<file path="src/common/addu_cfg.svh">
// Width, input queue depth, output credit and counter width macros
`ifndef ADDU_CFG_SVH
`define ADDU_CFG_SVH

// Operand and result width in bits
`define ADDU_WIDTH 20

// Input queue slots, equal to the sender's starting credits
`define ADDU_IN_DEPTH 4

// Output credits granted by the receiver at start
`define ADDU_OUT_CREDITS 2

// Credit counter width, wide enough for the credit total
`define ADDU_CNT_W 3

`endif

</file>
<file path="src/common/addu_pkg.sv">
// Operand, opcode, request, flag, response, credit and FSM state types
`include "addu_cfg.svh"

package addu_pkg;

	// Data word of one operand or sum
	typedef logic [`ADDU_WIDTH-1:0] operand_t;

	// Output credit count
	typedef logic [`ADDU_CNT_W-1:0] credit_cnt_t;

	typedef enum logic [1:0] {
		OP_ADD      = 2'd0,
		OP_SUB      = 2'd1,
		OP_ACC_ADD  = 2'd2,
		OP_ACC_LOAD = 2'd3
	} addu_op_e;

	// One request as it arrives and waits in the queue
	typedef struct packed {
		addu_op_e op;
		operand_t a;
		operand_t b;
	} addu_req_t;

	typedef struct packed {
		logic carry;
		logic overflow;
		logic zero;
		logic negative;
	} addu_flags_t;

	// Registered response leaving the unit
	typedef struct packed {
		operand_t    sum;
		addu_flags_t flags;
	} addu_rsp_t;

	// Idle lasts one cycle after reset while credits load
	typedef enum logic {
		ST_IDLE = 1'b0,
		ST_RUN  = 1'b1
	} ctrl_state_e;

endpackage

</file>
<file path="src/design/addu_ctrl.sv">
// Issue control FSM, output credit counter and input credit return
`timescale 1ns/1ps
`include "addu_cfg.svh"

module addu_ctrl (
	input  logic clk,
	input  logic rst_n,
	input  logic queue_empty,
	input  logic out_credit_ret,
	output logic issue,
	output logic in_credit_ret
);

	addu_pkg::ctrl_state_e state;
	addu_pkg::credit_cnt_t credit_cnt;
	logic                  credit_avail;

	assign credit_avail = (credit_cnt != '0);

	// Issuing spends an output credit up front, so an issued
	// result always has a slot two cycles later
	assign issue = (state == addu_pkg::ST_RUN) && !queue_empty && credit_avail;

	// One credit back to the sender per request popped
	assign in_credit_ret = issue;

	// Idle lasts the one cycle that loads the credit counter
	always_ff @(posedge clk) begin
		if (!rst_n) begin
			state <= addu_pkg::ST_IDLE;
		end else begin
			state <= addu_pkg::ST_RUN;
		end
	end

	// Loaded with the receiver's grant in idle, then tracks
	// spend on issue and return from the receiver
	always_ff @(posedge clk) begin
		if (!rst_n) begin
			credit_cnt <= '0;
		end else begin
			case (state)
				addu_pkg::ST_IDLE: begin
					credit_cnt <= addu_pkg::credit_cnt_t'(`ADDU_OUT_CREDITS);
				end
				default: begin
					case ({issue, out_credit_ret})
						2'b10:   credit_cnt <= credit_cnt - 1'b1;
						2'b01:   credit_cnt <= credit_cnt + 1'b1;
						default: credit_cnt <= credit_cnt;
					endcase
				end
			endcase
		end
	end

endmodule

</file>
<file path="src/design/addu_top.sv">
// Top level of the add/subtract unit, wiring control, operand stage, adder and result stage
`timescale 1ns/1ps
`include "addu_cfg.svh"

module addu_top (
	input  logic                clk,
	input  logic                rst_n,
	input  logic                in_valid,
	input  addu_pkg::addu_req_t in_req,
	output logic                in_credit_ret,
	output logic                out_valid,
	output addu_pkg::addu_rsp_t out_rsp,
	input  logic                out_credit_ret
);

	logic               queue_empty;
	logic               issue;
	logic               op_valid;
	addu_pkg::addu_op_e op;
	addu_pkg::operand_t x;
	addu_pkg::operand_t y;
	logic               carry_in;
	addu_pkg::operand_t sum;
	logic               carry_out;
	logic               msb_carry;
	addu_pkg::operand_t acc;

	addu_ctrl u_ctrl (
		.clk            (clk),
		.rst_n          (rst_n),
		.queue_empty    (queue_empty),
		.out_credit_ret (out_credit_ret),
		.issue          (issue),
		.in_credit_ret  (in_credit_ret)
	);

	operand_stage u_operand (
		.clk         (clk),
		.rst_n       (rst_n),
		.in_valid    (in_valid),
		.in_req      (in_req),
		.issue       (issue),
		.acc         (acc),
		.queue_empty (queue_empty),
		.op_valid    (op_valid),
		.op          (op),
		.x           (x),
		.y           (y),
		.carry_in    (carry_in)
	);

	// Combinational between the operand and result registers
	prefix_adder u_adder (
		.x         (x),
		.y         (y),
		.carry_in  (carry_in),
		.sum       (sum),
		.carry_out (carry_out),
		.msb_carry (msb_carry)
	);

	result_stage u_result (
		.clk       (clk),
		.rst_n     (rst_n),
		.op_valid  (op_valid),
		.op        (op),
		.sum       (sum),
		.carry_out (carry_out),
		.msb_carry (msb_carry),
		.acc       (acc),
		.out_valid (out_valid),
		.out_rsp   (out_rsp)
	);

endmodule

</file>
<file path="src/design/operand_stage.sv">
// Input request queue, operand register and adder input selection by opcode
`timescale 1ns/1ps
`include "addu_cfg.svh"

module operand_stage (
	input  logic                clk,
	input  logic                rst_n,
	input  logic                in_valid,
	input  addu_pkg::addu_req_t in_req,
	input  logic                issue,
	input  addu_pkg::operand_t  acc,
	output logic                queue_empty,
	output logic                op_valid,
	output addu_pkg::addu_op_e  op,
	output addu_pkg::operand_t  x,
	output addu_pkg::operand_t  y,
	output logic                carry_in
);

	localparam int DEPTH = `ADDU_IN_DEPTH;
	localparam int PTR_W = (DEPTH > 1) ? $clog2(DEPTH) : 1;
	localparam int CNT_W = $clog2(DEPTH + 1);

	addu_pkg::addu_req_t queue_mem [DEPTH];
	logic [PTR_W-1:0]    wr_ptr;
	logic [PTR_W-1:0]    rd_ptr;
	logic [CNT_W-1:0]    count;
	addu_pkg::addu_req_t req_q;

	assign queue_empty = (count == '0);

	// Sender credits keep a push from hitting a full queue
	always_ff @(posedge clk) begin
		if (in_valid) begin
			queue_mem[wr_ptr] <= in_req;
		end
	end

	always_ff @(posedge clk) begin
		if (!rst_n) begin
			wr_ptr <= '0;
			rd_ptr <= '0;
			count  <= '0;
		end else begin
			if (in_valid) begin
				wr_ptr <= (wr_ptr == PTR_W'(DEPTH - 1)) ? '0 : wr_ptr + 1'b1;
			end
			if (issue) begin
				rd_ptr <= (rd_ptr == PTR_W'(DEPTH - 1)) ? '0 : rd_ptr + 1'b1;
			end
			case ({in_valid, issue})
				2'b10:   count <= count + 1'b1;
				2'b01:   count <= count - 1'b1;
				default: count <= count;
			endcase
		end
	end

	// Operand register, loaded from the queue head on issue
	always_ff @(posedge clk) begin
		if (issue) begin
			req_q <= queue_mem[rd_ptr];
		end
	end

	always_ff @(posedge clk) begin
		if (!rst_n) begin
			op_valid <= 1'b0;
		end else begin
			op_valid <= issue;
		end
	end

	assign op = req_q.op;

	// Subtract as a + ~b + 1
	always_comb begin
		x        = req_q.a;
		y        = req_q.b;
		carry_in = 1'b0;
		case (req_q.op)
			addu_pkg::OP_SUB: begin
				y        = ~req_q.b;
				carry_in = 1'b1;
			end
			addu_pkg::OP_ACC_ADD: begin
				x = acc;
				y = req_q.a;
			end
			addu_pkg::OP_ACC_LOAD: begin
				y = '0;
			end
			default: begin
				y = req_q.b;
			end
		endcase
	end

endmodule

</file>
<file path="src/design/result_stage.sv">
// Flag computation, response register and accumulator
`timescale 1ns/1ps
`include "addu_cfg.svh"

module result_stage (
	input  logic               clk,
	input  logic               rst_n,
	input  logic               op_valid,
	input  addu_pkg::addu_op_e op,
	input  addu_pkg::operand_t sum,
	input  logic               carry_out,
	input  logic               msb_carry,
	output addu_pkg::operand_t acc,
	output logic               out_valid,
	output addu_pkg::addu_rsp_t out_rsp
);

	addu_pkg::addu_flags_t flags;
	logic                  acc_write;

	// For SUB a set carry means no borrow
	always_comb begin
		flags.carry    = carry_out;
		flags.overflow = msb_carry ^ carry_out;
		flags.zero     = (sum == '0);
		flags.negative = sum[`ADDU_WIDTH-1];
	end

	assign acc_write = op_valid &&
		((op == addu_pkg::OP_ACC_ADD) || (op == addu_pkg::OP_ACC_LOAD));

	always_ff @(posedge clk) begin
		if (op_valid) begin
			out_rsp.sum   <= sum;
			out_rsp.flags <= flags;
		end
	end

	always_ff @(posedge clk) begin
		if (!rst_n) begin
			out_valid <= 1'b0;
		end else begin
			out_valid <= op_valid;
		end
	end

	// Written on the same edge as the result, so the next
	// accumulate op in the operand register already sees it
	always_ff @(posedge clk) begin
		if (!rst_n) begin
			acc <= '0;
		end else if (acc_write) begin
			acc <= sum;
		end
	end

endmodule

</file>
<file path="src/prefix_adder/ladner_fischer_tree.sv">
// Ladner-Fischer carry tree built by generate loops with inline black and grey cells
`timescale 1ns/1ps
`include "addu_cfg.svh"

module ladner_fischer_tree (
	input  addu_pkg::operand_t p,
	input  addu_pkg::operand_t g,
	output addu_pkg::operand_t c
);

	localparam int W      = `ADDU_WIDTH;
	localparam int STAGES = (W > 1) ? $clog2(W) : 1;

	// Group generate and propagate per stage, row 0 is the bit level input
	wire [STAGES:0][W-1:0] gs;
	wire [STAGES:0][W-1:0] ps;
	wire [W-1:0]           carry;

	assign gs[0] = g;
	assign ps[0] = p;

	genvar s, i;
	generate
		// Odd positions only, each odd-aligned span takes the group
		// ending just below its midpoint
		for (s = 1; s <= STAGES; s++) begin : g_stage
			for (i = 0; i < W; i++) begin : g_bit
				localparam int M = i >> (s - 1);
				localparam int J = (M << (s - 1)) - 1;
				localparam bit ACTIVE = (i % 2 == 1) && (M % 2 == 1);
				localparam bit TO_ZERO = (M == 1);

				if (ACTIVE && TO_ZERO) begin : g_grey
					// Span reaches bit 0, no group propagate needed
					assign gs[s][i] = gs[s-1][i] | (ps[s-1][i] & gs[s-1][J]);
					assign ps[s][i] = 1'b0;
				end else if (ACTIVE) begin : g_black
					assign gs[s][i] = gs[s-1][i] | (ps[s-1][i] & gs[s-1][J]);
					assign ps[s][i] = ps[s-1][i] & ps[s-1][J];
				end else begin : g_pass
					assign gs[s][i] = gs[s-1][i];
					assign ps[s][i] = ps[s-1][i];
				end
			end
		end

		// Odd positions are complete prefixes now
		// Extra grey row fills the even ones
		for (i = 0; i < W; i++) begin : g_carry
			if (i == 0) begin : g_low
				assign carry[i] = g[0];
			end else if (i % 2 == 1) begin : g_odd
				assign carry[i] = gs[STAGES][i];
			end else begin : g_even
				assign carry[i] = g[i] | (p[i] & gs[STAGES][i-1]);
			end
		end
	endgenerate

	assign c = carry;

endmodule

</file>
<file path="src/prefix_adder/prefix_adder.sv">
// Parallel-prefix adder with propagate/generate setup, carry tree and sum logic
`timescale 1ns/1ps
`include "addu_cfg.svh"

module prefix_adder (
	input  addu_pkg::operand_t x,
	input  addu_pkg::operand_t y,
	input  logic               carry_in,
	output addu_pkg::operand_t sum,
	output logic               carry_out,
	output logic               msb_carry
);

	localparam int W = `ADDU_WIDTH;

	// Extended vectors, position 0 holds the carry-in
	logic [W:0] p_ext;
	logic [W:0] g_ext;
	addu_pkg::operand_t carry;

	// Pre-computation
	assign p_ext = {x ^ y, 1'b0};
	assign g_ext = {x & y, carry_in};

	// carry[k] is the carry into bit k
	ladner_fischer_tree u_tree (
		.p (p_ext[W-1:0]),
		.g (g_ext[W-1:0]),
		.c (carry)
	);

	// Post-computation
	assign sum       = p_ext[W:1] ^ carry;
	assign carry_out = g_ext[W] | (p_ext[W] & carry[W-1]);

	// Carry into the sign bit, compared with carry_out for overflow
	assign msb_carry = carry[W-1];

endmodule

</file>
<file path="config.mk">
export PLATFORM = sky130hd
export DESIGN_NAME = addu_top
export DESIGN_NICKNAME = d
export VERILOG_FILES = /design/src/common/addu_pkg.sv /design/src/design/addu_ctrl.sv /design/src/design/addu_top.sv /design/src/design/operand_stage.sv /design/src/design/result_stage.sv /design/src/prefix_adder/ladner_fischer_tree.sv /design/src/prefix_adder/prefix_adder.sv
export VERILOG_INCLUDE_DIRS = /design/src /design/src/common
export SDC_FILE = /design/constraint.sdc
export NUM_CORES = 1
export LEC_CHECK = 0
export ABC_AREA = 1
export BUFFER_PORTS_ARGS = -buffer_cell sky130_fd_sc_hd__buf_2
export CORE_UTILIZATION = 50
export DETAILED_ROUTE_END_ITERATION = 12
export HOLD_SLACK_MARGIN = 0.06
export PLACE_DENSITY_LB_ADDON = 0.05
export SLEW_MARGIN = 20
export SYNTH_ARGS = -nofsm -noshare
export SYNTH_HDL_FRONTEND = slang
export SYNTH_HIERARCHICAL = 1
export SYNTH_SLANG_ARGS = --single-unit
</file>
<file path="constraint.sdc">
create_clock -name clk -period 5.4 [get_ports clk]
set_input_delay 1.08 -clock clk [delete_from_list [all_inputs] [get_ports clk]]
set_output_delay 1.08 -clock clk [all_outputs]
set_load 0.1 [all_outputs]
</file>
======== After elaboration in Yosys (flattened, before gate mapping) ========
Memories as Yosys holds them, arrays and structs flattened. A register that Yosys moved wholly into a read port is not among the register bits.
Index checks and enable logic that the tools add are counted.
storage, ports and cells
  bits in writable memories ............... 168
  bits in latches ......................... 0
  memory bits (read-only) ................. 0
  input port bits ......................... 46
  logic and storage cells ................. 143
  bits in registers ....................... 57
  memories kept ........................... 1
  output and inout bits ................... 26
memories
  name                 words  bits a word  rd ports  clocked after memory_dff  wr ports  RTL line             text
  u_operand.queue_mem  4      42           1         1                         1         operand_stage.sv:24  addu_pkg::addu_req_t queue_mem [DEPTH];
operators by class
  magnitude comparators ................... 0
  add/subtract/negate cells ............... 6
  multiplexer cells ....................... 11
  reduce and logical (&&, ||, !) cells .... 11
  div/mod/pow operators ................... 0
  bitwise logic cells ..................... 90
  $mul .................................... 0
  eq/ne operators ......................... 10
  shift-type cells ........................ 0
operators with widths
  cell                 number
  $pmux 20 s3          1
  $and 1x1->1          50
  $xor 20x20->20       2
  $or 1x1->1           35
  $and 20x20->20       1
  $logic_not 20->1     1
  $mux 20              1
  $not 20->20          1
  $eq 2x2->1 const B   6
  $pmux 3 s2           2
  $add 3x1->3 const B  2
  $eq 2x1->1 const B   3
  $mux 2               3
  $sub 3x1->3 const B  2
  $add 2x1->2 const B  2
  $mux 1               4
  $reduce_bool 2->1    2
  $logic_and 1x1->1    3
  $logic_not 3->1      1
  $ne 3x3->1 const B   1
  $reduce_bool 3->1    1
  $reduce_and 2->1     1
  $logic_not 1->1      1
  $logic_or 1x1->1     1
  $xor 1x1->1          1

======== Logic depth before layout (Yosys ltp) ========
  depth in word-level cells ............... 17
  mapped depth ............................ 26
  gate-level depth less buffers ........... 25

======== Cells and area by module ========
Netlist, hierarchy kept.
by module, submodules not included
  module               cells each  area each (um^2)  instances  seq. area each (um^2)
  operand_stage        645         8,528.2           1          6,466.2
  result_stage         133         1,519.0           1          1,111.1
  prefix_adder         116         618.1             1          0.0
  ladner_fischer_tree  76          446.7             1          0.0
  addu_ctrl            35          251.5             1          80.1

======== Worst setup path after synthesis ========
No wires, ideal clock.
  kind .................................... register to register
  start point ............................. reg u_ctrl.credit_cnt[1]
  end point ............................... reg u_operand.count[2]
  cell stages (with the launch flop) ...... 13
  data arrival time ....................... 3,757 ps
  period minus slack after synthesis ...... 3,867 ps
  data required time ...................... 5,290 ps
  path slack .............................. 1,533 ps
  buffers on the path ..................... 1
  setup time .............................. 110 ps
  cell sequence ........................... dfxtp_1 -> inv_1 -> a31oi_1 -> buf_4 -> ha_1 -> inv_1 -> fa_1 -> inv_1 -> nand2_1 -> nand3_1 -> nand2_1 -> inv_1 -> nor2_1
on the way
  word-level cells in the longest chain between the ends .. 4
  elaborated cells on any way between the ends .. 6
  those cells by class .................... eq/ne (2); mux (1); reduce/logical (3)
RTL lines
  element                                                 RTL line             text
  start, declared                                         addu_ctrl.sv:15      addu_pkg::credit_cnt_t credit_cnt;
  start signal, assigned                                  addu_ctrl.sv:44      credit_cnt <= addu_pkg::credit_cnt_t'(`ADDU_OUT_CREDITS);
  start signal, assigned                                  addu_ctrl.sv:48      2'b10: credit_cnt <= credit_cnt - 1'b1;
  start signal, assigned                                  addu_ctrl.sv:49      2'b01: credit_cnt <= credit_cnt + 1'b1;
  $reduce_bool 3->1 *                                     addu_ctrl.sv:18      assign credit_avail = (credit_cnt != '0);
  $logic_and 1x1->1 *                                     addu_ctrl.sv:22      assign issue = (state == addu_pkg::ST_RUN) && !queue_empty && credit_avail;
  net in_credit_ret                                       addu_top.sv:10       output logic in_credit_ret,
  $eq 2x1->1 / $eq 2x2->1 (equally long branches)         operand_stage.sv:51  case ({in_valid, issue})
  $pmux 3 s2 / $reduce_bool 2->1 (equally long branches)  n/a
  end signal, assigned                                    operand_stage.sv:52  2'b10: count <= count + 1'b1;
  end signal, assigned                                    operand_stage.sv:53  2'b01: count <= count - 1'b1;
  end signal, assigned                                    operand_stage.sv:54  default: count <= count;
  end, declared                                           operand_stage.sv:27  logic [CNT_W-1:0] count;
The timed path passes the listed nets; every way through them passes the cells marked *.
A chain may end at the register's enable or synchronous reset.

==> run metrics <==
Vias=7,139; GRT overflow=0; Clock Pin Slew Worst Setup and Hold Paths=about 0.06 ns; first-pass GRT wire length=36.3 mm; Max Fclk=between 0.2 and 0.3 GHz; Max Transition Viols Final=0; Synth Warn #=6; Worst Hold Depth=1; Hold Startpoint=u_operand/count[0]; Nets=~1,100; maxcap violations=0; outcome=complete, no violations; Routed Antenna Nets=0; number of global-route vias before repair=6,646; setup bufs post-CTS=0; CTS tree=yes; crit end category=register; setup slack, reg-to-reg=between 1.5 and 2 ns; Setup TNS Final=0 ns; most common cell after layout, fill and taps aside=edfxtp_1; met3 WL post-DR=1.15 mm; Design Power=0.00525 W; required time of the critical path=5.71 ns; Leak=around 5 nW; R2R cell count=20; Port Buffers=roughly 70; Critical path origin=u_operand/op[1]; hold endpoint=u_operand/count[0]; Initial Util=0.515; pin count of the biggest net entering global routing=between 80 and 90; drt wl/cell=between 15 and 20 um; P_sw=about 0.0015 W; core area=~22,000 um^2; Clk pwr share=0.365; Ports=slightly above 70; DR iter-0 viols=between 300 and 400; initial antenna violation count=2; share of power burned in registers=0.467; chip width=about 150 um; sw frac=0.276; Post-Syn Area per Cell=approximately 11 um^2; most frequent cells in the layout=edfxtp_1 (233), nand2_1 (200), nor2_1 (143); met2 wire length=10.6 mm; Max rail drop VDD=about 0.30 mV; clock sink total=266; num rows=54; Die Area=~23,000 um^2; Crit Reg-Reg Startpoint=u_operand/op[1]; Placed Instance Area=around 12,000 um^2; RSZ-0062 raised after global routing=no; CTS Hold Bufs=0; Combinational Power Share=0.168; crit path DAT=4.08 ns; worst-margin pin slew=roughly 0.9 ns; Die Y=approximately 150 um; worst-path fanout max=21; HP Class=register to register; final setup violating endpoints=0; Worst-Skew Late Latency=roughly 0.55 ns; htree depth=1; drt drc=0; minimum clock period=around 3.8 ns; post-route design area=about 13,000 um^2; Root Driver=clkbuf_16; final WL=23.3 mm; Max clock buf depth=3; syn nets=1,079; gpl congestion=between 0.8 and 0.9; via density per instance=~5.2; layout cells sized above 1=0.144; mapped cell area=roughly 11,000 um^2; PD cells=roughly 410 nW/um^2; worst rel slew slack=0.390; Metal-1 WL=roughly 11 mm; internal power=approximately 0.0038 W; TritonCTS buffer count=27; cell count after synthesis=1,003; Worst Skew=approximately 0.0092 ns; Area Overhead vs Synth=12.8%; fin crit share=0.698; first-pass detailed-route iteration total=7; HPWL Detailed=roughly 14 mm; Highest Signal Layer=met5; Fin. Hold Viols=0; GR Util All Layers=0.201; post-CTS sizing=0; WS Path Type=register to register; CP Launch Type=register; Reg2Reg Capture Point=u_result/out_rsp[1]
==> routing by layer <==
layer	up-vias	track usage
li1	3597	-
met1	3345	0.288
met2	164	0.317
met3	31	0.0390
met4	2	0.0481
met5	-	0
==> worst max-delay path, cell delays in order (launching register included) <==
cell      delay, ns
edfxtp_1       0.45
nand2_1        0.57
inv_1          0.13
buf_4          0.24
nand2_1        0.09
o211ai_1       0.09
ha_1           0.39
nand2_2        0.11
inv_2          0.05
a21oi_4        0.19
nand2_8        0.09
nand2_4        0.07
nand2_4        0.05
nand2_2        0.06
nand2_2        0.06
nand2_1        0.06
nand2_1        0.10
fa_1           0.54
nor2_1         0.06
nand4_1        0.09
nor2_1         0.05
==> registers in the layout, indices dropped and copies added (netlist names) <==
register / count
u_ctrl/credit_cnt: 3
u_ctrl/state: 1
u_operand/count: 3
u_operand/op: 2
u_operand/op_valid: 1
u_operand/queue_mem: 168
u_operand/rd_ptr: 2
u_operand/req_q: 40
u_operand/wr_ptr: 2
u_result/acc: 20
u_result/out_rsp: 23
u_result/out_valid: 1
==> per-stage QoR <==
stage                     utilization  hold slack [ns]  instances  setup slack (ns)
after floorplan                     -            0.444       1003              1.53
after CTS                       0.581            0.489       1370              1.61
after global routing            0.581            0.504       1370              1.24
final                           0.581            0.492       1371              1.63
after detailed placement        0.539            0.472       1320              1.62
after global placement          0.539            0.466       1320              1.75
==> power groups by stage <==
stage	Clock (W)	Sequential, W	Combinational (W)
after floorplan	0	0.00256	0.000589
after global placement	0	0.00250	0.000877
after detailed placement	0	0.00250	0.000891
after CTS	0.00196	0.00245	0.000894
after global routing	0.00203	0.00246	0.000994
final	0.00192	0.00245	0.000885
==> layout make-up <==
class                      instances  area, um^2
antenna                            1        2.50
clock buffer                      36         771
clock inverter                    14         163
fill                            1859        9220
inverter                          88         330
multi-input combinational        603        3080
sequential                       266        7660
tap                              280         350
timing repair buffer              83         445
==> how the worst max path moves through the flow <==
stage                                     end  slack [ns]  depth (start not counted)
after global placement    u_result/out_rsp[1]        1.75                         22
after floorplan            u_operand/count[2]        1.53                         12
after CTS                 u_result/out_rsp[1]        1.61                         20
after global routing      u_result/out_rsp[1]        1.24                         22
final                     u_result/out_rsp[1]        1.63                         20
after detailed placement  u_result/out_rsp[1]        1.62                         20
Power figures use the tool's default switching activity.
